### config.mk
export PLATFORM = sky130hd
export DESIGN_NAME = ar_route_ctrl
export DESIGN_NICKNAME = d
export VERILOG_FILES = /design/src/rtl/demux_pkg.sv /design/src/rtl/ar_route_ctrl.sv
export SDC_FILE = /design/constraint.sdc
export NUM_CORES = 1
export LEC_CHECK = 0
export BUFFER_PORTS_ARGS = -buffer_cell sky130_fd_sc_hd__buf_2
export CAP_MARGIN = 30
export CORE_ASPECT_RATIO = 1.4
export CORE_MARGIN = 2
export CORE_UTILIZATION = 24
export CTS_BUF_LIST = sky130_fd_sc_hd__clkbuf_4 sky130_fd_sc_hd__clkbuf_8
export CTS_CLUSTER_SIZE = 8
export DETAILED_ROUTE_END_ITERATION = 10
export MAX_ROUTING_LAYER = met4
export PLACE_DENSITY_LB_ADDON = 0.15
export SLEW_MARGIN = 30
export SYNTH_ARGS = -nofsm -noshare
export SYNTH_HDL_FRONTEND = slang
export SYNTH_SLANG_ARGS = --single-unit
### constraint.sdc
create_clock -name clk_i -period 1.8 [get_ports clk_i]
set_input_delay 0.36 -clock clk_i [delete_from_list [all_inputs] [get_ports clk_i]]
set_output_delay 0.36 -clock clk_i [all_outputs]
set_load 0.01 [all_outputs]
### src/rtl/demux_pkg.sv
/*
 * Shared definitions for the AXI4 read demultiplexer
 * Bus widths, ID and port-select types, AR lock states
 */
package demux_pkg;

  // Default configuration
  localparam int NUM_MST_PORTS = 4;
  localparam int LOOK_BITS     = 2;
  localparam int MAX_TRANS     = 4;

  // AXI field widths
  localparam int ID_WIDTH      = 4;
  localparam int ADDR_WIDTH    = 32;
  localparam int DATA_WIDTH    = 32;
  localparam int LEN_WIDTH     = 8;

  // Derived widths, counter must be able to hold MAX_TRANS itself
  localparam int CNT_WIDTH     = $clog2(MAX_TRANS + 1);
  localparam int SEL_WIDTH     = (NUM_MST_PORTS > 1) ? $clog2(NUM_MST_PORTS) : 1;

  typedef logic [ID_WIDTH-1:0]  id_t;
  typedef logic [LOOK_BITS-1:0] look_id_t;
  typedef logic [SEL_WIDTH-1:0] select_t;

  // AR valid lock
  typedef enum logic {
    AR_IDLE   = 1'b0,
    AR_LOCKED = 1'b1
  } ar_state_e;

endpackage

### src/rtl/ar_route_ctrl.sv
/*
 * AR routing control
 * Checks ID ordering and table space, locks the valid once raised
 * and fans the request out to the selected manager port
 */
`timescale 1ns/1ns
module ar_route_ctrl #(
  parameter int NUM_MST_PORTS = demux_pkg::NUM_MST_PORTS
) (
  input  logic                             clk_i,
  input  logic                             rst_i,
  input  demux_pkg::id_t                   s_ar_id_i,
  input  logic [demux_pkg::ADDR_WIDTH-1:0] s_ar_addr_i,
  input  logic [demux_pkg::LEN_WIDTH-1:0]  s_ar_len_i,
  input  demux_pkg::select_t               s_ar_select_i,
  input  logic                             s_ar_valid_i,
  output logic                             s_ar_ready_o,
  output demux_pkg::id_t                   m_ar_id_o,
  output logic [demux_pkg::ADDR_WIDTH-1:0] m_ar_addr_o,
  output logic [demux_pkg::LEN_WIDTH-1:0]  m_ar_len_o,
  output logic [NUM_MST_PORTS-1:0]         m_ar_valid_o,
  input  logic [NUM_MST_PORTS-1:0]         m_ar_ready_i,
  output demux_pkg::look_id_t              lookup_id_o,
  input  logic                             occupied_i,
  input  demux_pkg::select_t               stored_select_i,
  input  logic                             full_i,
  output logic                             push_o
);
  import demux_pkg::*;

  ar_state_e state_q, state_d;
  logic      allowed;
  logic      ar_valid;
  logic      port_ready;

  // Same ID may only go to the port it already has reads on
  assign allowed    = s_ar_valid_i && !full_i &&
                      (!occupied_i || (stored_select_i == s_ar_select_i));
  assign ar_valid   = (state_q == AR_LOCKED) || allowed;
  assign port_ready = m_ar_ready_i[s_ar_select_i];

  assign s_ar_ready_o = ar_valid && port_ready;
  assign push_o       = ar_valid && port_ready;
  assign lookup_id_o  = look_id_t'(s_ar_id_i);

  // Payload is shared, only one valid bit is raised
  assign m_ar_id_o   = s_ar_id_i;
  assign m_ar_addr_o = s_ar_addr_i;
  assign m_ar_len_o  = s_ar_len_i;

  always_comb begin
    for (int i = 0; i < NUM_MST_PORTS; i++) begin
      m_ar_valid_o[i] = ar_valid && (s_ar_select_i == select_t'(i));
    end
  end

  // --------------------
  // Lock FSM
  always_comb begin
    state_d = state_q;
    case (state_q)
      AR_IDLE:   if (allowed && !port_ready) state_d = AR_LOCKED;
      AR_LOCKED: if (port_ready) state_d = AR_IDLE;
      default:   state_d = AR_IDLE;
    endcase
  end

  always_ff @(posedge clk_i) begin
    if (rst_i) begin
      state_q <= AR_IDLE;
    end else begin
      state_q <= state_d;
    end
  end

  // --------------------
  // Checks
  a_ar_valid_held: assert property (@(posedge clk_i) disable iff (rst_i)
    (ar_valid && !port_ready) |=> (ar_valid && $stable(m_ar_valid_o)))
    else $error("m_ar_valid_o dropped or moved before acceptance");

  a_ar_select_range: assert property (@(posedge clk_i) disable iff (rst_i)
    s_ar_valid_i |-> (int'(s_ar_select_i) < NUM_MST_PORTS))
    else $error("s_ar_select_i out of range: %0d", s_ar_select_i);

endmodule

-- Word-level counts from Yosys, hierarchy flattened
Cells that the tools add are included.
- memory bits (read-only): 0
- word-level logic and storage cells: 26
- register bits after elaboration: 1
- memories: 0
- bits in latches: 0
- output and inout bits: 52
- input port bits: 57
- RAM bits: 0
- equal/unequal tests: 4
- shift-type cells: 0
- multiply operators: 0
- reductions and logical operators: 14
- multiplexer cells: 5
- bitwise operators: 1
- order comparisons: 1
- add/sub/neg operators: 0
- divide/modulo/power cells: 0
- operator list (kind ; number):
    1-bit logical AND ; 8
    2-bit equality test, second input constant ; 2
    1-bit zero test ; 3
    2-bit by 3-bit less-than comparator with 1-bit output, second input constant ; 1
    1-bit two-way mux ; 3
    1-bit binary-select mux with 2-bit select ; 1
    2-bit by 1-bit equality test with 1-bit output, second input constant ; 1
    2-bit equality test ; 1
    2-bit zero test ; 1
    1-bit logical OR ; 2
    1-bit case mux with 2 select lines ; 1
    1-bit NOT ; 1

-- Depth between registers and ports, before layout
Gate-level depths: netlist (run 1).
- depth in word-level cells: 6
- depth in mapped cells: 4

-- Worst setup path before layout (run 1)
OpenSTA, ideal clock, no wires.
- path type: input to output
- start point: in s_ar_select_i[0]
- end point: out s_ar_ready_o
- path slack: 0.241 ns
- data arrival time: 1.199 ns
- stages: 3
- path buffers: 1
- required time: 1.440 ns
- cell sequence: mux4_2 nor3b_2 buf_4
- cells in the longest elaborated chain, start to end: 5
- RTL lines (what ; RTL line ; source):
    start: declaration ; ar_route_ctrl.sv:15 ; input demux_pkg::select_t s_ar_select_i,
    2-bit equality test ; ar_route_ctrl.sv:38 ; (!occupied_i || (stored_select_i == s_ar_select_i));
    1-bit logical OR ; ar_route_ctrl.sv:38 ;
    1-bit logical AND ; ar_route_ctrl.sv:37 ; assign allowed = s_ar_valid_i && !full_i &&
    1-bit logical OR ; ar_route_ctrl.sv:39 ; assign ar_valid = (state_q == AR_LOCKED) || allowed;
    1-bit logical AND (*) ; -- ;
    end: declaration ; ar_route_ctrl.sv:17 ; output logic s_ar_ready_o,
Every way passes the cells marked *; elsewhere a longest branch is shown, timed or not. The select of a mux whose other input is x is not followed.

-- Final worst setup path (run 1)
- start point: in s_ar_select_i[0]
- end point: out push_o
- cells in the longest elaborated chain, start to end: 5
- RTL lines (what ; RTL line ; source):
    2-bit equality test ; ar_route_ctrl.sv:38 ;
    1-bit logical OR ; ar_route_ctrl.sv:38 ;
    1-bit logical AND ; ar_route_ctrl.sv:37 ;
    1-bit logical OR ; ar_route_ctrl.sv:39 ;
    1-bit logical AND (*) ; ar_route_ctrl.sv:43 ; assign push_o = ar_valid && port_ready;
    end: declaration ; ar_route_ctrl.sv:27 ; output logic push_o
Marks and branches as above.

==> impl_metrics.xml, run 1 <==
<?xml version="1.0" encoding="UTF-8"?>
<metrics>
  <group name="job">
    <metric name="drv.max_cap_violation_count" unit="">0</metric>
  </group>
  <group name="global_routing">
    <metric name="largest_net_degree_at_the_start_of_global_routing" unit="">7</metric>
    <metric name="grt_pass1_vias" unit="">243</metric>
    <metric name="wire_length_of_the_first_global_routing_pass" unit="mm">1.17</metric>
    <metric name="grt_remaining_overflow" unit="">0</metric>
    <metric name="grt_antenna_before_repair" unit="">0</metric>
    <metric name="grt_usage" unit="%">5.98</metric>
  </group>
  <group name="route">
    <metric name="detail-route-antenna-nets" unit="">0</metric>
    <metric name="first_iter_violations" unit="">0</metric>
    <metric name="drt-total-wl" unit="um">813</metric>
    <metric name="vias" unit="">249</metric>
    <metric name="first_pass_iters" unit="">1</metric>
    <metric name="drt_drc_violations_left" unit="">0</metric>
    <metric name="routed_via_density" unit="">4.53</metric>
    <metric name="route.detailed.wl_per_inst" unit="um">14.8</metric>
  </group>
  <group name="placed_design">
    <metric name="gp_congestion" unit="">0.563</metric>
    <metric name="port-buffer-count" unit="">18</metric>
    <metric name="placed_cells" unit="">54</metric>
  </group>
  <group name="floorplanning">
    <metric name="die-height" unit="um">57.7</metric>
    <metric name="start_util" unit="%">25.4</metric>
    <metric name="core_region_area" unit="um^2">1950</metric>
    <metric name="io_pins" unit="">109</metric>
    <metric name="dieWidth" unit="um">42.4</metric>
    <metric name="floorplan.rows" unit="">19</metric>
    <metric name="die_area" unit="um^2">2440</metric>
  </group>
  <group name="yosys">
    <metric name="synth_area_leader_cell" unit="">sky130_fd_sc_hd__buf_4</metric>
    <metric name="most_area_consuming_cells_after_synthesis" unit="">sky130_fd_sc_hd__buf_4 (71%), sky130_fd_sc_hd__mux4_2 (4.6%), sky130_fd_sc_hd__dfxtp_1 (4.1%), sky130_fd_sc_hd__nor4b_1 (3.5%), sky130_fd_sc_hd__xnor2_1 (3.5%)</metric>
    <metric name="synth-seq-cells" unit="">1</metric>
    <metric name="syn-instance-count" unit="">62</metric>
    <metric name="netlist_area" unit="um^2">494</metric>
    <metric name="yosys.area.top_type_share" unit="%">71.4</metric>
    <metric name="syn-num-nets" unit="">119</metric>
    <metric name="seq_area_frac_synth" unit="%">4.05</metric>
    <metric name="avgSynthCellArea" unit="um^2">7.97</metric>
    <metric name="ys_warn_count" unit="">0</metric>
    <metric name="post_synth_num_cell_types" unit="">14</metric>
  </group>
  <group name="critical_path">
    <metric name="worstPathMaxFanout" unit="">6</metric>
    <metric name="r2r_slack" unit="ps">820</metric>
    <metric name="r2r.worst_path.cells" unit="">2</metric>
    <metric name="critPathBufInv" unit="">2</metric>
    <metric name="worst_ep_required_time" unit="ps">1440</metric>
    <metric name="critPathSlowestCell" unit="">sky130_fd_sc_hd__mux4_2</metric>
    <metric name="cp_common_cell" unit="">sky130_fd_sc_hd__buf_2</metric>
    <metric name="critical_path.top_delay_family" unit="">multiplexers</metric>
    <metric name="path_cells" unit="">buf_2 -&gt; mux4_2 -&gt; nor3b_2 -&gt; buf_2</metric>
    <metric name="worst-setup-path-type" unit="">primary input to primary output</metric>
    <metric name="startpoint_type" unit="">primary input</metric>
    <metric name="timing.critical_path.arrival" unit="ps">1360</metric>
    <metric name="worstSetupEndpointType" unit="">primary output</metric>
    <metric name="critical_path.reg2reg.startpoint" unit="">state_q</metric>
    <metric name="reg2reg_to" unit="">state_q</metric>
    <metric name="timing.critical_path.slowest_cell_delay" unit="ps">520</metric>
  </group>
  <group name="pwr">
    <metric name="clockPowerShare" unit="%">0</metric>
    <metric name="seq_power_share" unit="%">30.4</metric>
    <metric name="power.switching" unit="mW">0.0266</metric>
    <metric name="cell_internal_pwr" unit="mW">0.0513</metric>
    <metric name="max-vdd-ir-drop" unit="uV">65.9</metric>
    <metric name="sw_frac_of_total" unit="%">34.2</metric>
    <metric name="power_density" unit="nW/um^2">294</metric>
    <metric name="logic_gate_share_of_total_power" unit="%">69.6</metric>
    <metric name="totalPowerFinal" unit="mW">0.0779</metric>
    <metric name="leakage" unit="nW">0.123</metric>
  </group>
  <group name="min_path">
    <metric name="hold_depth" unit="">2</metric>
    <metric name="hold_path_end" unit="">state_q</metric>
    <metric name="worst_hold_path_type" unit="">primary input to flop</metric>
    <metric name="hp-start" unit="">rst_i</metric>
  </group>
  <group name="sta">
    <metric name="maxSlewHeadroom" unit="%">61.6</metric>
    <metric name="period_share" unit="%">95.8</metric>
    <metric name="slew_violations" unit="">0</metric>
    <metric name="fmax" unit="MHz">580</metric>
    <metric name="setup_total_negative_slack" unit="ps">0</metric>
    <metric name="worstMarginPinSlew" unit="ps">575</metric>
    <metric name="timing.final.crit_period" unit="ps">1720</metric>
    <metric name="setup_viol" unit="">0</metric>
    <metric name="rsz_0062_raised_after_global_routing" unit="">no</metric>
    <metric name="finalHoldViolations" unit="">0</metric>
    <metric name="worst_clock_skew" unit="ps">0</metric>
  </group>
  <group name="finish">
    <metric name="largest_register_ff_count" unit="">1</metric>
    <metric name="number_of_nets_in_the_layout" unit="">93</metric>
    <metric name="final_cell_count_no_fill" unit="">55</metric>
    <metric name="regs_by_ff_count" unit="">state_q x1</metric>
    <metric name="drive_gt1_share" unit="%">67.6</metric>
    <metric name="final_cell_mix" unit="">sky130_fd_sc_hd__buf_2 (18), sky130_fd_sc_hd__xnor2_1 (2), sky130_fd_sc_hd__nor4b_1 (2)</metric>
    <metric name="area_delta_synth_final" unit="%">-46.3</metric>
    <metric name="final_common_cell" unit="">sky130_fd_sc_hd__buf_2</metric>
    <metric name="register_with_the_highest_flop_count" unit="">state_q</metric>
    <metric name="antenna_cells_inserted" unit="">0</metric>
  </group>
  <group name="outcome">
    <metric name="run_status" unit="">completed</metric>
  </group>
  <group name="clocking">
    <metric name="post_cts_resize_count" unit="">0</metric>
    <metric name="clk_pin_slew" unit="ps">0</metric>
    <metric name="clock_latency" unit="ps">0</metric>
  </group>
</metrics>
logic make-up after synthesis:
family	Yosys count	share of synthesized area, %
buffers and inverters	48	72.2
AND/OR/NAND/NOR	8	12.9
AO/OA/AOI/OAI	2	2.78
XOR/XNOR	2	3.54
multiplexers	1	4.56
flip-flops	1	4.05
layout make-up:
type	instances	area (um^2)
fillers	231	1680
inverters	1	3.75
multi-input cells	13	118
flip-flops and latches	1	20.0
well taps	21	26.3
repair buffers	19	97.6
per-layer routing:
layer / GRT usage, % / up-vias / wire length, um
li1: - / 97 / -
met4: 7.59 / 0 / 95
met1: 5.54 / 87 / 264
met3: 3.74 / 19 / 184
met5: - / - / 0
met2: 7.25 / 46 / 269
timing repair:
item                       4_1_cts  5_1_grt
setup endpoints to repair        0        2
buffers inserted                 0        1
hold buffers                     0        0
power by group through the flow:
| stage | logic, mW | clock network (mW) | registers [mW] |
|---|---|---|---|
| floorplan | 0.134 | 0 | 0.0236 |
| global placement | 0.0531 | 0 | 0.0237 |
| detailed placement | 0.0523 | 0 | 0.0237 |
| CTS | 0.0526 | 0 | 0.0237 |
| global route | 0.0609 | 0 | 0.0239 |
| finish | 0.0543 | 0 | 0.0237 |
synth_stat cells:
cell	instances
sky130_fd_sc_hd__nor3_1	1
sky130_fd_sc_hd__dfxtp_1	1
sky130_fd_sc_hd__nand2b_1	1
sky130_fd_sc_hd__nor4_2	1
sky130_fd_sc_hd__a21oi_1	1
sky130_fd_sc_hd__buf_4	47
sky130_fd_sc_hd__mux4_2	1
sky130_fd_sc_hd__inv_1	1
sky130_fd_sc_hd__nand2_1	1
sky130_fd_sc_hd__nor3b_2	1
sky130_fd_sc_hd__xnor2_1	2
sky130_fd_sc_hd__a21oi_2	1
sky130_fd_sc_hd__nor4b_1	2
sky130_fd_sc_hd__nor4_1	1
through the flow:
stage	worst slack [ps]	utilization, %	instance area, um^2	hold WS (ps)
after floorplan	241	-	494	431
after global placement	48.9	13.2	258	543
after detailed placement	50.2	13.2	258	535
after CTS	45.0	13.2	258	539
after global routing	17.1	13.6	265	545
final	75.8	13.6	265	538
worst max-delay path by stage:
stage                                start            to  cells after the start
final                     s_ar_select_i[0]        push_o                      4
after global routing      s_ar_select_i[0]  s_ar_ready_o                      4
after CTS                 s_ar_select_i[0]        push_o                      4
after detailed placement  s_ar_select_i[0]        push_o                      4
after global placement    s_ar_select_i[0]        push_o                      4
after floorplan           s_ar_select_i[0]  s_ar_ready_o                      3
No activity file was read; power rests on OpenSTA's default activity.
==> run 2, diff against run 1 <==
Settings changed: ABC_AREA set to 1, CORE_UTILIZATION 24 to 26, TNS_END_PERCENT set to 30.
Clock period 1.8 ns to 2.05 ns, I/O delays scaled along.
==> run 2 against run 1 <==
Worst hold slack better by 9.1 ps. Critical path type unchanged. Setup slack better by 260 ps. Final area up 2.8%. Area after synthesis up 4.1%. Highest routed layer unchanged. Largest cell class unchanged. Critical path depth up 5. Sequential cell count unchanged. Largest power group unchanged. Critical endpoint unchanged.
==> impl_metrics.xml, run 2 <==
<?xml version="1.0" encoding="UTF-8"?>
<metrics>
  <group name="min_path">
    <metric name="worst_hold_path_type" unit="">flop to flop</metric>
  </group>
  <group name="sta">
    <metric name="slew_violations" unit="">0</metric>
    <metric name="setup_total_negative_slack" unit="ps">0</metric>
    <metric name="period_share" unit="%">83.6</metric>
    <metric name="maxSlewHeadroom" unit="%">86.4</metric>
    <metric name="worstMarginPinSlew" unit="ps">203</metric>
    <metric name="rsz_0062_raised_after_global_routing" unit="">no</metric>
    <metric name="setup_viol" unit="">0</metric>
    <metric name="worst_clock_skew" unit="ps">0</metric>
    <metric name="finalHoldViolations" unit="">0</metric>
    <metric name="fmax" unit="MHz">583</metric>
    <metric name="timing.final.crit_period" unit="ps">1710</metric>
  </group>
  <group name="yosys">
    <metric name="synth_area_leader_cell" unit="">sky130_fd_sc_hd__buf_4</metric>
    <metric name="asyncSetResetFlopFracSynth" unit="%">0</metric>
    <metric name="synth_ff_type" unit="">sky130_fd_sc_hd__dfxtp_1</metric>
    <metric name="ys_warn_count" unit="">0</metric>
    <metric name="post_synth_and_or_nand_nor_area_fraction" unit="%">13.6</metric>
    <metric name="synth_common_cells" unit="">sky130_fd_sc_hd__buf_4 (47), sky130_fd_sc_hd__nand2_1 (14), sky130_fd_sc_hd__a21oi_1 (7)</metric>
    <metric name="synth-seq-cells" unit="">1</metric>
    <metric name="synthXorXnorAreaFrac" unit="%">1.70</metric>
    <metric name="synthAdderAreaFrac" unit="%">0</metric>
    <metric name="most_area_consuming_cells_after_synthesis" unit="">sky130_fd_sc_hd__buf_4 (69%), sky130_fd_sc_hd__nand2_1 (10%), sky130_fd_sc_hd__a21oi_1 (6.8%), sky130_fd_sc_hd__dfxtp_1 (3.9%), sky130_fd_sc_hd__inv_1 (3.6%)</metric>
    <metric name="syn-instance-count" unit="">81</metric>
    <metric name="synth_compound_gate_area_share" unit="%">6.81</metric>
    <metric name="post_synth_num_cell_types" unit="">10</metric>
    <metric name="share_of_cell_area_taken_by_muxes_after_synthesis" unit="%">0</metric>
    <metric name="yosys.area.top_type_share" unit="%">68.6</metric>
    <metric name="main_combinational_cell_family_by_area_after_synthesis" unit="">buffers and inverters</metric>
    <metric name="yosysMostFrequentCell" unit="">sky130_fd_sc_hd__buf_4</metric>
    <metric name="synth-edff-count" unit="">0</metric>
    <metric name="netlist_area" unit="um^2">514</metric>
    <metric name="seq_area_frac_synth" unit="%">3.89</metric>
    <metric name="avgSynthCellArea" unit="um^2">6.35</metric>
    <metric name="syn-num-nets" unit="">138</metric>
  </group>
  <group name="critical_path">
    <metric name="worstSetupEndpointType" unit="">primary output</metric>
    <metric name="worstPathMaxFanout" unit="">6</metric>
    <metric name="timing.critical_path.arrival" unit="ps">1300</metric>
    <metric name="startpoint_type" unit="">primary input</metric>
    <metric name="worst-setup-path-type" unit="">primary input to primary output</metric>
    <metric name="r2r_slack" unit="ps">1430</metric>
    <metric name="worst_ep_required_time" unit="ps">1640</metric>
  </group>
  <group name="route">
    <metric name="first_iter_violations" unit="">2</metric>
    <metric name="drt-total-wl" unit="um">856</metric>
    <metric name="route.detailed.wl_per_inst" unit="um">11.9</metric>
    <metric name="detail-route-antenna-nets" unit="">0</metric>
    <metric name="vias" unit="">304</metric>
    <metric name="drt_drc_violations_left" unit="">0</metric>
    <metric name="first_pass_iters" unit="">4</metric>
    <metric name="routed_via_density" unit="">4.22</metric>
  </group>
  <group name="floorplanning">
    <metric name="floorplan.rows" unit="">19</metric>
    <metric name="dieWidth" unit="um">41.6</metric>
    <metric name="core_region_area" unit="um^2">1930</metric>
    <metric name="die_area" unit="um^2">2350</metric>
    <metric name="start_util" unit="%">26.7</metric>
    <metric name="io_pins" unit="">109</metric>
    <metric name="die-height" unit="um">56.6</metric>
  </group>
  <group name="pwr">
    <metric name="max-vdd-ir-drop" unit="uV">49.0</metric>
    <metric name="power_density" unit="nW/um^2">238</metric>
    <metric name="leakage" unit="nW">0.167</metric>
  </group>
  <group name="clocking">
    <metric name="post_cts_resize_count" unit="">0</metric>
    <metric name="clk_pin_slew" unit="ps">0</metric>
    <metric name="cts_hold_buffers" unit="">0</metric>
    <metric name="cts_post_setup_buffers_inserted" unit="">0</metric>
    <metric name="clock_latency" unit="ps">0</metric>
  </group>
  <group name="global_routing">
    <metric name="grt_antenna_before_repair" unit="">0</metric>
    <metric name="grt_pass1_vias" unit="">282</metric>
    <metric name="grt_usage" unit="%">7.52</metric>
    <metric name="largest_net_degree_at_the_start_of_global_routing" unit="">8</metric>
    <metric name="grt_remaining_overflow" unit="">0</metric>
    <metric name="wire_length_of_the_first_global_routing_pass" unit="mm">1.37</metric>
  </group>
  <group name="finish">
    <metric name="final_cell_mix" unit="">sky130_fd_sc_hd__buf_2 (18), sky130_fd_sc_hd__nand2_1 (14), sky130_fd_sc_hd__a21oi_1 (7), sky130_fd_sc_hd__inv_1 (5)</metric>
    <metric name="layout.cell_area.non_filler" unit="um^2">273</metric>
    <metric name="drive_gt1_share" unit="%">37.3</metric>
    <metric name="number_of_nets_in_the_layout" unit="">110</metric>
    <metric name="regs_by_ff_count" unit="">state_q x1</metric>
    <metric name="final_common_cell" unit="">sky130_fd_sc_hd__buf_2</metric>
    <metric name="antenna_cells_inserted" unit="">0</metric>
    <metric name="finalCoreUtilization" unit="%">14.2</metric>
    <metric name="register_with_the_highest_flop_count" unit="">state_q</metric>
    <metric name="largest_register_ff_count" unit="">1</metric>
    <metric name="area_delta_synth_final" unit="%">-47.0</metric>
  </group>
  <group name="placed_design">
    <metric name="port-buffer-count" unit="">18</metric>
    <metric name="placed_area" unit="um^2">273</metric>
    <metric name="gp_congestion" unit="">0.669</metric>
  </group>
  <group name="job">
    <metric name="drv.max_cap_violation_count" unit="">0</metric>
  </group>
  <group name="outcome">
    <metric name="run_status" unit="">completed</metric>
  </group>
</metrics>
-- run 2: cell count changes after synthesis, moves of 2 or more --
| cell | delta |
|---|---|
| sky130_fd_sc_hd__nor2_1 | +2 |
| sky130_fd_sc_hd__nor4b_1 | -2 |
| sky130_fd_sc_hd__inv_1 | +4 |
| sky130_fd_sc_hd__nand3_1 | +2 |
| sky130_fd_sc_hd__nand2_1 | +13 |
| sky130_fd_sc_hd__a21oi_1 | +6 |
-- run 2: final cells by class --
cell class,instances,area [um^2]
Tap cell,21,26.3
Sequential cell,1,20.0
Fill cell,234,1650
Multi-Input combinational cell,26,114
Inverter,6,22.5
Timing Repair Buffer,18,90.1
-- run 2: power by group --
group | switching, mW | total (mW) | internal (mW)
logic | 0.0246 | 0.0439 | 0.0193
registers | 0.000254 | 0.0210 | 0.0207
clock network | 0 | 0 | 0
-- run 2: worst paths after layout --
kind	startpoint	to	depth (start not counted)
max	s_ar_select_i[0]	push_o	9
min	state_q	state_q	2
max reg2reg	state_q	state_q	2
min reg2reg	state_q	state_q	2
-- run 2: per-layer routing --
layer	global-route usage, %	part of all wire, %
met4	9.68	11
met5	-	0
met3	5.14	22
met1	6.81	30
met2	8.93	37
-- run 2: worst max-delay path: stages --
cell and delay (ps):
sky130_fd_sc_hd__buf_2 130, sky130_fd_sc_hd__inv_2 90, sky130_fd_sc_hd__nand2_1 50, sky130_fd_sc_hd__nand2_1 50, sky130_fd_sc_hd__nand2_1 50, sky130_fd_sc_hd__nand2_1 60, sky130_fd_sc_hd__nand2_1 120, sky130_fd_sc_hd__a21oi_1 180
sky130_fd_sc_hd__buf_2 160
-- run 2: through the flow --
stage | total power [mW] | worst slack (ps) | cells | hold WS, ps
after global routing | 0.0716 | 206 | 72 | 568
after global placement | 0.0653 | 332 | 72 | 552
after CTS | 0.0657 | 325 | 72 | 543
final | 0.0649 | 335 | 72 | 547
after floorplan | 0.138 | 312 | 81 | 507
after detailed placement | 0.0655 | 327 | 72 | 541
-- run 2: kinds of logic (layout without fill, tap and decap cells) --
kind of cell	after synthesis	count (layout)
AO/OA/AOI/OAI	7	7
buffers and inverters	54	24
XOR/XNOR	1	1
AND/OR/NAND/NOR	18	18
flip-flops	1	1
