`src/rtl/demux_pkg.sv`:
```
/*
 * Shared definitions for the AXI4 read demultiplexer
 * Bus widths, ID and port-select types, AR lock states
 */
package demux_pkg;

  // Default configuration
  localparam int NUM_MST_PORTS = 4;
  localparam int LOOK_BITS     = 2;
  localparam int MAX_TRANS     = 4;

  // AXI field widths
  localparam int ID_WIDTH      = 4;
  localparam int ADDR_WIDTH    = 32;
  localparam int DATA_WIDTH    = 32;
  localparam int LEN_WIDTH     = 8;

  // Derived widths, counter must be able to hold MAX_TRANS itself
  localparam int CNT_WIDTH     = $clog2(MAX_TRANS + 1);
  localparam int SEL_WIDTH     = (NUM_MST_PORTS > 1) ? $clog2(NUM_MST_PORTS) : 1;

  typedef logic [ID_WIDTH-1:0]  id_t;
  typedef logic [LOOK_BITS-1:0] look_id_t;
  typedef logic [SEL_WIDTH-1:0] select_t;

  // AR valid lock
  typedef enum logic {
    AR_IDLE   = 1'b0,
    AR_LOCKED = 1'b1
  } ar_state_e;

endpackage

```
`src/rtl/id_tracker.sv`:
```
/*
 * Outstanding-read table
 * One counter per low-order ID value plus the port its reads went to
 */
`timescale 1ns/1ns
module id_tracker #(
  parameter int LOOK_BITS = demux_pkg::LOOK_BITS,
  parameter int MAX_TRANS = demux_pkg::MAX_TRANS
) (
  input  logic                clk_i,
  input  logic                rst_i,
  input  demux_pkg::look_id_t lookup_id_i,
  output logic                occupied_o,
  output demux_pkg::select_t  stored_select_o,
  output logic                full_o,
  input  logic                push_i,
  input  demux_pkg::select_t  push_select_i,
  input  demux_pkg::look_id_t pop_id_i,
  input  logic                pop_i
);
  import demux_pkg::*;

  localparam int NUM_IDS = 2 ** LOOK_BITS;

  select_t              sel_q [NUM_IDS];
  logic [NUM_IDS-1:0]   occupied;
  logic [NUM_IDS-1:0]   cnt_full;

  assign occupied_o      = occupied[lookup_id_i];
  assign stored_select_o = sel_q[lookup_id_i];
  // Any full counter blocks new reads
  assign full_o          = |cnt_full;

  // Port of the latest push, valid while the entry is occupied
  always_ff @(posedge clk_i) begin
    if (push_i) begin
      sel_q[lookup_id_i] <= push_select_i;
    end
  end

  // --------------------
  // In-flight counters
  for (genvar i = 0; i < NUM_IDS; i++) begin : gen_cnt
    logic                 push_en;
    logic                 pop_en;
    logic [CNT_WIDTH-1:0] cnt_q;

    assign push_en = push_i && (lookup_id_i == look_id_t'(i));
    assign pop_en  = pop_i && (pop_id_i == look_id_t'(i));

    // Push and pop on one entry cancel
    always_ff @(posedge clk_i) begin
      if (rst_i) begin
        cnt_q <= '0;
      end else if (push_en && !pop_en) begin
        cnt_q <= cnt_q + 1'b1;
      end else if (pop_en && !push_en) begin
        cnt_q <= cnt_q - 1'b1;
      end
    end

    assign occupied[i] = (cnt_q != '0);
    assign cnt_full[i] = (cnt_q == CNT_WIDTH'(MAX_TRANS));

    // A last R beat must belong to a read this table saw
    a_no_underflow: assert property (@(posedge clk_i) disable iff (rst_i)
      pop_en |-> (cnt_q != '0))
      else $error("ID entry %0d popped with zero outstanding reads", i);
  end

endmodule

```
`config.mk`:
```
export PLATFORM = sky130hd
export DESIGN_NAME = id_tracker
export DESIGN_NICKNAME = d
export VERILOG_FILES = /design/src/rtl/demux_pkg.sv /design/src/rtl/id_tracker.sv
export SDC_FILE = /design/constraint.sdc
export NUM_CORES = 1
export LEC_CHECK = 0
export ABC_CLOCK_PERIOD_IN_PS = 5900
export BUFFER_PORTS_ARGS = -buffer_cell sky130_fd_sc_hd__buf_2
export CAP_MARGIN = 40
export CORE_MARGIN = 2
export CORE_UTILIZATION = 55
export CTS_CLUSTER_DIAMETER = 120
export CTS_CLUSTER_SIZE = 8
export DETAILED_ROUTE_END_ITERATION = 12
export PLACE_DENSITY_LB_ADDON = 0.12
export SLEW_MARGIN = 15
export SYNTH_ARGS = -nofsm -noshare
export SYNTH_HDL_FRONTEND = slang
export SYNTH_SLANG_ARGS = --single-unit
export TNS_END_PERCENT = 100
```
`constraint.sdc`:
```
create_clock -name clk_i -period 5.9 [get_ports clk_i]
set_input_delay 0.885 -clock clk_i [delete_from_list [all_inputs] [get_ports clk_i]]
set_output_delay 0.885 -clock clk_i [all_outputs]
set_load 0.01 [all_outputs]
```
Word-level counts from Yosys, hierarchy flattened
Memory sizes are Yosys's and may differ from the RTL's.
Index checks and enable logic that the tools add are counted.
{ "word_totals": {"regBits": 12, "ramBits": 8, "input_bits": 10, "out_inout_bits": 4, "n_memories": 1} }
{ "classes": {"add_sub_neg": 8, "n_lt_le_gt_ge": 1, "n_eq_ne": 10, "n_mux": 12, "reduce_logical": 35} }
{ "memory_table": {"columns": ["name", "words", "word_bits", "read_ports", "rd_ports_with_merged_regs", "wr", "line", "text"], "rows": [
  ["sel_q", 4, 2, 1, 0, 1, "id_tracker.sv:25", "select_t sel_q [NUM_IDS];"]
]} }
{ "ops": {"columns": ["operator", "count"], "rows": [
  ["3-bit two-way mux", 8],
  ["1-bit logical AND", 16],
  ["3-bit by 1-bit adder with 3-bit output, second input constant", 4],
  ["3-bit == test, second input constant", 4],
  ["3-bit nonzero test", 4],
  ["3-bit by 1-bit subtractor with 3-bit output, second input constant", 4],
  ["2-bit == test, second input constant", 4],
  ["1-bit zero test", 8],
  ["2-bit nonzero test", 4],
  ["2-bit by 1-bit == test with 1-bit output, second input constant", 2],
  ["2-bit zero test", 2],
  ["4-bit OR reduction", 1],
  ["2-bit by 3-bit < comparator with 1-bit output, second input constant", 1],
  ["1-bit two-way mux", 3],
  ["1-bit binary-select mux with 2-bit select", 1]
]} }

Logic depth before layout (Yosys ltp)
Gate-level depths: netlist (run 1).
{ "depth": {"ltp_word": 6, "ltp_mapped": 9} }

Worst setup path after synthesis (run 1)
Ideal clock, no wire load.
{ "synth_timing": {"path_type": "input to register", "startpoint": "input port lookup_id_i[1]", "endpoint": "register gen_cnt[0].cnt_q[2]", "setup_time_ps": 71, "arrival_time_ps": 2604, "required_ps": 5829, "setup_slack_ps": 3225, "stages": 8, "n_path_buf": 1, "cell_sequence": "clkbuf_1 nor3b_1 ha_1 inv_1 fa_1 xor2_1 or3_1 a21oi_1"} }
{ "synth_via": {"elab_chain_len": 5, "word_cells_on_any_way": 7} }
{ "synth_rtl": {"columns": ["element", "line", "text"], "rows": [
  ["start: declaration", "id_tracker.sv:12", "input demux_pkg::look_id_t lookup_id_i,"],
  ["2-bit zero test (*)", "id_tracker.sv:48", "assign push_en = push_i && (lookup_id_i == look_id_t'(i));"],
  ["1-bit logical AND (*)", "id_tracker.sv:48", null],
  ["1-bit zero test", "id_tracker.sv:57", "end else if (pop_en && !push_en) begin"],
  ["1-bit logical AND", "id_tracker.sv:57", null],
  ["2-bit nonzero test (no source line)", null, null],
  ["end signal: assignment", "id_tracker.sv:56", "cnt_q <= cnt_q + 1'b1;"],
  ["end signal: assignment", "id_tracker.sv:58", "cnt_q <= cnt_q - 1'b1;"],
  ["end: declaration", "id_tracker.sv:46", "logic [CNT_WIDTH-1:0] cnt_q;"]
]} }
Mark *: on every way between the ends. The rest lies on a longest branch, timed or not.
A chain may end at the register's enable or synchronous reset.

Final worst setup path (run 1)
{ "layout_timing": {"startpoint": "input port lookup_id_i[0]", "endpoint": "output port occupied_o"} }
{ "layout_via": {"elab_chain_len": 2} }
{ "layout_rtl": {"columns": ["element", "line", "text"], "rows": [
  ["1-bit binary-select mux with 2-bit select", "id_tracker.sv:29", "assign occupied_o = occupied[lookup_id_i];"],
  ["1-bit two-way mux (implied by the code)", "id_tracker.sv:29", null],
  ["end: declaration", "id_tracker.sv:13", "output logic occupied_o,"]
]} }
Every way passes these cells. The select of a mux whose other input is x is not followed.

==> run_results.csv, run 1 <==
group,metric,value,unit
placement,port_buffers,13,
floorplanning,die_w,47.5,µm
detailed_routing,route.met2.wl,881,µm
timing,fin_tns_setup,0,ns
grt,grt_usage,18.4,%
floorplanning,row_count,15,
clock_network,cts_setup_buffers,0,
grt,grt_max_degree,13,
clock_network,ctsHoldBuffers,0,
setup_path,critPathTopFamily,"simple AND/OR/NAND/NOR gates",
timing,maxSlewViolCount,0,
detailed_routing,ant_nets,0,
yosys,yosysWarnings,0,
setup_path,r2r_slack,4.38,ns
timing,relSlewSlack,73.3,%
setup_path,path_common_cell,"buf_2",
setup_path,cp_data_arrival_time,1.83,ns
clock_network,cts.reportedPaths.clkPinSlew,0.11,ns
hold_path,hp-class,"register to register",
yosys,synth_seq_cells,20,
power,leakage,0.484,nW
floorplanning,dieArea,2260,µm²
placement,gp_congestion,0.729,
final_layout,final_area,1150,µm²
yosys,synthCells,91,
floorplanning,pin_count,14,
yosys,async_flop_share,0,%
grt,grt_overflow,0,
setup_path,crit_fanout,10,
yosys,synth-xor-area-share,6.72,%
yosys,yosys.area.top_type,"dfxtp_1",
placement,dp_hpwl,1350,µm
timing,rsz0062_at_grt,"false",
power,irDropWorstVdd,0.000135,V
yosys,synth_top_area_share,23.0,%
final_layout,fin_nets,124,
power,pwr-share-comb,20.8,%
placement,post_dp_cell_area,1120,µm²
hold_path,min_to,"gen_cnt[3].cnt_q[2]$_SDFFE_PP0P_",
final_layout,syn_to_final_growth,9.96,%
clock_network,worstSkewPairLatency,0.30,ns
detailed_routing,dr_total_vias,733,
yosys,synth-compound-area-share,6.00,%
setup_path,reg2reg_depth,4,
flow_run,cap_violations,0,
final_layout,insertedDiodeCount,0,
detailed_routing,drc,0,
setup_path,path_buf_inv,2,
power,p_clk_share,22.4,%
setup_path,rr_endpoint,"gen_cnt[0].cnt_q[2]$_SDFFE_PP0P_",
yosys,synth_area_leaders,"dfxtp_1, edfxtp_1, fa_1, xor2_1, mux4_1",
yosys,syn_area,1040,µm²
setup_path,r2r-start,"gen_cnt[0].cnt_q[0]$_SDFFE_PP0P_",
final_layout,drive_above_1_share,18.1,%
timing,hold_violations,0,
timing,setup_viol,0,
setup_path,cp_slowest_cell,"or4b_1",
setup_path,cp-start-kind,"input pin",
yosys,synth_ff_type,"dfxtp_1",
yosys,synth_edf_count,8,
power,power_switching,0.0000840,W
power,power_frac_seq,56.8,%
power,p_int,0.000211,W
clock_network,cts_tree,"built",
grt,grt_pass1_vias,658,
detailed_routing,dr.pass1.iters,4,
power,powerDensity,257,nW/µm²
clock_network,root_buffer,"clkbuf_4",
setup_path,path_cells,"buf_2 > or4b_1 > nand3_1 > o31ai_1 > buf_2",
timing,finalCritPeriodShare,46.0,%
yosys,synth-adder-area-share,12.5,%
hold_path,hold_depth,2,
detailed_routing,met1_length,796,µm
clock_network,ctsLongestPathBuffers,2,
yosys,seq_area_frac_synth,46.1,%
detailed_routing,highest_layer,"met4",
setup_path,endpoint_kind,"primary output",
yosys,synth_top_family_by_area,"simple AND/OR/NAND/NOR gates",
clock_network,h-tree-depth,1,
yosys,synth_nets,109,
timing,tightestPinTransition,0.400,ns
power,switching_share,28.5,%
hold_path,hp-start,"gen_cnt[3].cnt_q[2]$_SDFFE_PP0P_",
setup_path,critical_path_class,"input pin to primary output",
detailed_routing,routedWlPerCell,13.6,µm
grt,grt_pass1_wl,2810,µm
floorplanning,initial_core_util,59.7,%
detailed_routing,routed_wl,1770,µm
outcome,status,"finished, final reports clean",
yosys,synth-simple-area-share,16.6,%
yosys,synth_mux_area_share,8.88,%
timing,fin_worst_skew,0.00432,ns
floorplanning,coreArea,1750,µm²
yosys,synth.avg_cell_area,11.5,µm²
clock_network,cts_resized,0,
floorplanning,die_h,47.5,µm
timing,post-route-min-period,2.71,ns
yosys,yosys.cell_types.count,27,
timing,max_freq,0.369,GHz
clock_network,clock-sinks,20,
clock_network,cts_buffers,3,
setup_path,worstPathRequired,5.02,ns
detailed_routing,detailroute.wirelength.met3,63,µm
grt,antenna_found_initial,0,
final_layout,fillers,147,
detailed_routing,vias_per_cell,5.64,
detailed_routing,drt_iter0_markers,19,
setup_path,crit_path_max_incr_delay,0.45,ns
[logic make-up after synthesis]
kind of cell	count (synthesis)
xor+xnor	8
flops	20
mux	6
simple gates	31
compound gates	11
buf+inv	7
fa+ha+maj	8
[Yosys cell counts (4+ instances only)]
cell	count
ha_1	4
xor2_1	8
inv_1	4
a21oi_1	4
edfxtp_1	8
fa_1	4
or3_1	4
nor2_1	13
dfxtp_1	12
mux2i_1	4
o21ai_0	4
[layout by cell type (no fill, tap or decap), drive strengths merged]
master / n
clkbuf: 3
or3: 4
nor4b: 1
and3: 1
nand3: 2
or4: 1
nor4: 1
buf: 13
a22oi: 2
mux2i: 4
or4b: 1
inv: 4
nor2: 13
mux4: 2
nor3b: 1
xor2: 8
dfxtp: 12
a21oi: 4
edfxtp: 8
nand3b: 2
clkinv: 1
o21ai: 4
or3b: 1
fa: 4
ha: 4
o31ai: 1
nand2: 2
and3b: 1
[stage by stage]
stage	worst slack (ns)	power, W	hold WS, ns	utilization (%)	instances
after floorplan	3.23	0.000213	0.461	-	91
after global placement	3.15	0.000229	0.490	64.2	126
after detailed placement	3.06	0.000232	0.498	64.2	126
after CTS	3.18	0.000296	0.513	65.7	130
after global routing	3.14	0.000310	0.552	65.7	130
final	3.19	0.000294	0.514	65.7	130
[state kept, by name, indices dropped and copies added, names as in the netlist]
signal         count
gen_cnt.cnt_q     12
sel_q              8
[layer usage]
layer  global-route usage [%]  vias up
met5                        0        -
met4                     9.73        0
met3                     2.26        4
met2                     31.4       13
met1                     22.9      357
li1                         -      359
[power by group through the flow]
stage | Sequential, W | Combinational (W) | Clock [W]
after floorplan | 0.000167 | 0.0000460 | 0
after global placement | 0.000170 | 0.0000592 | 0
after detailed placement | 0.000171 | 0.0000611 | 0
after CTS | 0.000167 | 0.0000618 | 0.0000671
after global routing | 0.000169 | 0.0000699 | 0.0000712
final | 0.000167 | 0.0000611 | 0.0000660
[final cells by class]
class                   count  area [µm²]  share of cell area (%)
flip-flops and latches     20         480                    41.9
clock buffers               3        22.5                    1.97
inverters                   4        15.0                    1.31
well taps                  25        31.3                    2.73
multi-input cells          64         528                    46.1
clock inverters             1        3.75                   0.328
repair buffers             13        65.1                    5.68
[worst max-delay path by stage]
stage	start	end	slack, ns	cells past startpoint
3_5_place_dp	lookup_id_i[0]	gen_cnt[0].cnt_q[2]$_SDFFE_PP0P_	3.06	8
5_1_grt	lookup_id_i[0]	occupied_o	3.14	5
4_1_cts	lookup_id_i[0]	occupied_o	3.18	5
6_report	lookup_id_i[0]	occupied_o	3.19	5
2_1_floorplan	lookup_id_i[1]	gen_cnt[0].cnt_q[2]$_SDFFE_PP0P_	3.23	8
3_3_place_gp	lookup_id_i[0]	gen_cnt[0].cnt_q[2]$_SDFFE_PP0P_	3.15	8
[tightest hold or removal path: stages, from the launching register on]
cell     delay, ns
dfxtp_1       0.35
o21ai_0       0.07
a21oi_1       0.06
Power figures use the tool's default switching activity.
==> run 2: changes to the inputs <==
--- a/config.mk
+++ b/config.mk
@@ -5,11 +5,11 @@
 export SDC_FILE = /design/constraint.sdc
 export NUM_CORES = 1
 export LEC_CHECK = 0
-export ABC_CLOCK_PERIOD_IN_PS = 5900
+export ABC_CLOCK_PERIOD_IN_PS = 2400
 export BUFFER_PORTS_ARGS = -buffer_cell sky130_fd_sc_hd__buf_2
 export CAP_MARGIN = 40
 export CORE_MARGIN = 2
-export CORE_UTILIZATION = 55
+export CORE_UTILIZATION = 50
 export CTS_CLUSTER_DIAMETER = 120
 export CTS_CLUSTER_SIZE = 8
 export DETAILED_ROUTE_END_ITERATION = 12
==> constraint.sdc (replaced) <==
create_clock -name clk_i -period 2.4 [get_ports clk_i]
set_input_delay 0.36 -clock clk_i [delete_from_list [all_inputs] [get_ports clk_i]]
set_output_delay 0.36 -clock clk_i [all_outputs]
set_load 0.01 [all_outputs]
==> run 2 against run 1 <==
Compared with the run above: sequential cell count unchanged; clock skew rose by 0.0034 ns; largest power group unchanged; setup slack worse by 2.7 ns; combinational power increased by 150%; utilization down 6.2 points; largest cell class unchanged; critical endpoint unchanged; critical path depth shrank 1; non-clock buffer count is 1 higher; critical path type is now register to primary output.
==> run_results.csv, run 2 (same netlist as run 1, synthesis figures left out) <==
group,metric,value,unit
outcome,status,"finished, final reports clean",
setup_path,crit_start,"gen_cnt[2].cnt_q[0]$_SDFFE_PP0P_",
floorplanning,row_count,16,
placement,place_ws,0.223,ns
detailed_routing,routedWlPerCell,13.7,µm
timing,setup_viol,0,
clock_network,cts_tree,"built",
clock_network,root_buffer,"clkbuf_4",
clock_network,cts_buffers,3,
timing,fin_worst_skew,0.00775,ns
hold_path,hp-start,"push_select_i[1]",
timing,relSlewSlack,81.4,%
final_layout,top_register,"gen_cnt.cnt_q",
timing,hold_violations,0,
grt,antenna_found_initial,0,
floorplanning,die_h,49.7,µm
final_layout,drive_above_1_share,19.8,%
detailed_routing,vias_per_cell,5.41,
setup_path,reg2reg_depth,4,
timing,fin_ws,0.505,ns
detailed_routing,dr.pass1.iters,4,
final_layout,fin_nets,125,
hold_path,hold_depth,1,
clock_network,h-tree-depth,1,
clock_network,ctsHoldBuffers,0,
detailed_routing,dr_total_vias,719,
detailed_routing,drt_iter0_markers,10,
floorplanning,coreArea,1960,µm²
setup_path,rr_endpoint,"gen_cnt[0].cnt_q[2]$_SDFFE_PP0P_",
timing,rsz0062_at_grt,"false",
detailed_routing,routed_wl,1820,µm
setup_path,cp-start-kind,"register",
hold_path,hp-class,"input pin to register",
grt,grt_usage,17.0,%
clock_network,cts_resized,0,
setup_path,critical_path_class,"register to primary output",
floorplanning,die_w,49.7,µm
timing,max_freq,0.528,GHz
power,irDropWorstVdd,0.000384,V
power,powerDensity,650,nW/µm²
placement,port_buffers,13,
setup_path,crit_fanout,4,
grt,grt_overflow,0,
floorplanning,pin_count,14,
placement,dp_hpwl,1420,µm
detailed_routing,drc,0,
final_layout,syn_to_final_growth,11.9,%
final_layout,largest_reg_flops,12,
timing,fin_tns_setup,0,ns
final_layout,insertedDiodeCount,0,
floorplanning,dieArea,2470,µm²
timing,post-route-min-period,1.90,ns
setup_path,worstPathRequired,2.04,ns
clock_network,worstSkewPairLatency,0.30,ns
final_layout,mostFrequentLayoutCells,"nor2_1, buf_2, dfxtp_1",
timing,finalCritPeriodShare,79.0,%
flow_run,cap_violations,0,
clock_network,cts.reportedPaths.clkPinSlew,0.12,ns
setup_path,cp_data_arrival_time,1.54,ns
grt,grt_pass1_wl,3130,µm
grt,grt_max_degree,13,
detailed_routing,ant_nets,0,
clock_network,ctsLongestPathBuffers,2,
placement,gp_congestion,0.739,
floorplanning,initial_core_util,53.1,%
clock_network,cts_setup_buffers,0,
timing,tightestPinTransition,0.275,ns
final_layout,top_regs,"gen_cnt.cnt_q (12), sel_q (8)",
timing,maxSlewViolCount,0,
setup_path,r2r-start,"gen_cnt[0].cnt_q[0]$_SDFFE_PP0P_",
setup_path,r2r_slack,0.91,ns
grt,grt_pass1_vias,693,
power,leakage,0.495,nW
setup_path,endpoint_kind,"primary output",
clock_network,clock-sinks,20,
hold_path,min_to,"sel_q[2][1]$_DFFE_PP_",
==> run 2: how the worst max path moves through the flow <==
stage	endpoint	slack, ns	cells after the start
floorplan	gen_cnt[0].cnt_q[2]$_SDFFE_PP0P_	0.25	8
global placement	gen_cnt[1].cnt_q[2]$_SDFFE_PP0P_	0.25	9
detailed placement	gen_cnt[1].cnt_q[2]$_SDFFE_PP0P_	0.22	9
CTS	occupied_o	0.50	4
global route	occupied_o	0.38	4
finish	occupied_o	0.50	4
==> run 2: stage by stage <==
stage	hold slack, ns	std cells	utilization (%)	power, W	area (µm²)
after floorplan	0.429	91	-	0.000524	1040
after global placement	0.489	129	57.6	0.000565	1130
after detailed placement	0.499	129	57.6	0.000571	1130
after CTS	0.275	133	59.4	0.000765	1170
after global routing	0.274	133	59.4	0.000805	1170
final	0.278	133	59.4	0.000758	1170
==> run 2: worst max-delay path, stage by stage, from the launching register on <==
cell and delay (ns):
dfxtp_1 0.38, or4_1 0.54, nand3_1 0.10, o31ai_1 0.08, buf_2 0.15
==> run 2: cell type report <==
| cell class | instances | area [µm²] |
|---|---|---|
| clock buffer | 4 | 36.3 |
| fill | 192 | 796 |
| inverter | 4 | 15.0 |
| multi-input combinational | 64 | 528 |
| sequential | 20 | 480 |
| tap | 27 | 33.8 |
| timing repair buffer | 14 | 72.6 |
==> run 2: metal layers <==
metal  up-vias  track usage [%]  wire length (µm)
met1       353             19.8               817
li1        358                -                 -
met4         0             5.56                16
met5         -                0                 0
met3         2             3.94                44
met2         6             30.4               940
==> run 2: power by group <==
part | total [W] | switching (W) | leakage, nW | internal [W]
Combinational | 0.000152 | 0.0000765 | 0.302 | 0.0000754
Sequential | 0.000410 | 0.0000282 | 0.172 | 0.000382
Clock | 0.000196 | 0.000104 | 0.0210 | 0.0000924
Total | 0.000758 | 0.000208 | 0.495 | 0.000550
==> run 3: changes to the inputs <==
--- a/config.mk
+++ b/config.mk
@@ -5,7 +5,8 @@
 export SDC_FILE = /design/constraint.sdc
 export NUM_CORES = 1
 export LEC_CHECK = 0
-export ABC_CLOCK_PERIOD_IN_PS = 2400
+export ABC_AREA = 1
+export ABC_CLOCK_PERIOD_IN_PS = 1600
 export BUFFER_PORTS_ARGS = -buffer_cell sky130_fd_sc_hd__buf_2
 export CAP_MARGIN = 40
 export CORE_MARGIN = 2
==> constraint.sdc (replaced) <==
create_clock -name clk_i -period 1.6 [get_ports clk_i]
set_input_delay 0.24 -clock clk_i [delete_from_list [all_inputs] [get_ports clk_i]]
set_output_delay 0.24 -clock clk_i [all_outputs]
set_load 0.01 [all_outputs]
==> run 3 against run 2 <==
Compared with the run above: clock skew is 0.0025 ns lower; die area is 5.5% higher; design area is 11% higher.
==> run_results.csv, run 3 <==
group,metric,value,unit
outcome,status,"finished, final reports clean",
detailed_routing,ant_nets,0,
floorplanning,pin_count,14,
yosys,synth.avg_cell_area,7.89,µm²
final_layout,largest_reg_flops,12,
floorplanning,initial_core_util,51.4,%
floorplanning,die_w,51.0,µm
final_layout,final_area,1300,µm²
clock_network,cts_setup_buffers,0,
yosys,synth-xor-area-share,0,%
detailed_routing,dr.pass1.iters,4,
clock_network,h-tree-depth,1,
final_layout,insertedDiodeCount,0,
yosys,yosysWarnings,0,
timing,maxSlewViolCount,0,
setup_path,endpoint_kind,"register",
clock_network,cts.reportedPaths.clkPinSlew,0.11,ns
yosys,synth-simple-area-share,22.4,%
final_layout,top_regs,"gen_cnt.cnt_q (12), sel_q (8)",
yosys,yosys.area.top_type,"dfxtp_1",
yosys,synth_nets,158,
yosys,synthTopCellsByCount,"inv_1, nand2_1, nand3_1, dfxtp_1",
detailed_routing,drc,0,
final_layout,fillers,210,
timing,fin_worst_skew,0.00526,ns
placement,port_buffers,13,
placement,gp_congestion,0.801,
floorplanning,row_count,17,
grt,grt_max_degree,13,
yosys,synth.most_common_cell,"inv_1",
yosys,synth_mux_area_share,0,%
hold_path,hp-class,"input pin to register",
timing,hold_violations,0,
grt,grt_usage,19.1,%
flow_run,cap_violations,0,
final_layout,syn_to_final_growth,17.6,%
grt,grt_pass1_vias,921,
clock_network,ctsHoldBuffers,0,
yosys,synth_ff_type,"dfxtp_1",
final_layout,fin_util,60.5,%
floorplanning,coreArea,2150,µm²
yosys,async_flop_share,0,%
final_layout,drive_above_1_share,20.0,%
detailed_routing,routed_wl,2100,µm
setup_path,r2r_slack,0.36,ns
final_layout,final_common_cell,"inv_1",
floorplanning,dieArea,2600,µm²
timing,setup_viol,0,
yosys,synth_seq_cells,20,
timing,finalCritPeriodShare,90.4,%
clock_network,root_buffer,"clkbuf_4",
setup_path,cp_data_arrival_time,1.69,ns
power,powerDensity,842,nW/µm²
yosys,synth-adder-area-share,11.8,%
clock_network,cts_resized,0,
placement,post_dp_cell_area,1270,µm²
setup_path,critical_path_class,"input pin to register",
yosys,synth-compound-area-share,9.97,%
yosys,syn_area,1100,µm²
timing,tightestPinTransition,0.276,ns
detailed_routing,dr_total_vias,976,
setup_path,cp-start-kind,"input pin",
power,leakage,0.612,nW
final_layout,mostFrequentLayoutCells,"inv_1, nand2_1, nand3_1",
floorplanning,die_h,51.0,µm
detailed_routing,drt_iter0_markers,17,
yosys,synthCells,140,
power,power.total,0.00109,W
clock_network,clock-sinks,20,
setup_path,worstPathRequired,1.84,ns
clock_network,cts_buffers,3,
timing,relSlewSlack,81.5,%
placement,dp_hpwl,1770,µm
power,irDropWorstVdd,0.000498,V
clock_network,worstSkewPairLatency,0.29,ns
yosys,synth_top_area_share,21.7,%
clock_network,cts_tree,"built",
grt,grt_overflow,0,
yosys,seq_area_frac_synth,43.5,%
yosys,synth_area_leaders,"dfxtp_1, edfxtp_1, inv_1, nand2_1, fa_1",
clock_network,ctsLongestPathBuffers,2,
detailed_routing,vias_per_cell,5.06,
setup_path,crit_fanout,6,
yosys,synth_top_family_by_area,"simple AND/OR/NAND/NOR gates",
timing,post-route-min-period,1.45,ns
final_layout,top_register,"gen_cnt.cnt_q",
timing,rsz0062_at_grt,"false",
grt,antenna_found_initial,0,
final_layout,fin_nets,184,
yosys,synth_edf_count,8,
yosys,yosys.cell_types.count,16,
detailed_routing,routedWlPerCell,10.9,µm
grt,grt_pass1_wl,3730,µm
timing,max_freq,0.691,GHz
-- run 3: kinds of logic (layout without fill, tap and decap cells) --
family	after synthesis	count (layout)
AOI/OAI and AO/OA	20	20
adders and majority gates	8	8
buffers and inverters	36	61
DFF	20	20
and+or+nand+nor	56	56
-- run 3: metal layers --
layer / vias up / track usage [%] / share of wire, %
li1: 505 / - / -
met3: 6 / 4.97 / 4.2
met5: - / 0 / 0
met2: 16 / 32.3 / 48
met1: 449 / 22.3 / 45
met4: 0 / 9.46 / 2.8
-- run 3: layout make-up --
cell class,instances,area [µm²],area share [%]
multi-input combinational,84,493,38.0
sequential,20,480,37.0
tap,28,35.0,2.70
inverter,35,131,10.1
timing repair buffer,22,133,10.2
clock buffer,4,26.3,2.02
-- run 3: power breakdown --
group | switching, W | internal, W | leakage (nW)
clock | 0.000145 | 0.0000968 | 0.0150
combinational | 0.000148 | 0.000107 | 0.425
sequential | 0.0000275 | 0.000569 | 0.172
total | 0.000320 | 0.000773 | 0.612
-- run 3: final timing paths --
check / start / endpoint / cells after the start
max reg2reg: gen_cnt[1].cnt_q[0]$_SDFFE_PP0P_ / gen_cnt[1].cnt_q[2]$_SDFFE_PP0P_ / 6
min: push_select_i[0] / sel_q[2][0]$_DFFE_PP_ / 1
max: lookup_id_i[1] / gen_cnt[0].cnt_q[2]$_SDFFE_PP0P_ / 10
min reg2reg: gen_cnt[1].cnt_q[0]$_SDFFE_PP0P_ / gen_cnt[1].cnt_q[0]$_SDFFE_PP0P_ / 1
-- run 3: critical path, stage by stage --
cell and delay (ns):
buf_2 0.13, nor3_1 0.28, ha_1 0.23, inv_1 0.07, fa_1 0.37, nand2_1 0.11
nand3_1 0.08, nand2_1 0.06, inv_1 0.03, nor2_1 0.08
-- run 3: through the flow --
| step | cells | hold WS (ns) | setup slack, ns | TNS, ns |
|---|---|---|---|---|
| after floorplan | 140 | 0.339 | 0.00436 | 0 |
| after global placement | 189 | 0.476 | -0.123 | -0.371 |
| after detailed placement | 189 | 0.476 | -0.161 | -0.715 |
| after CTS | 193 | 0.161 | 0.146 | 0 |
| after global routing | 193 | 0.155 | 0.0155 | 0 |
| final | 193 | 0.169 | 0.153 | 0 |
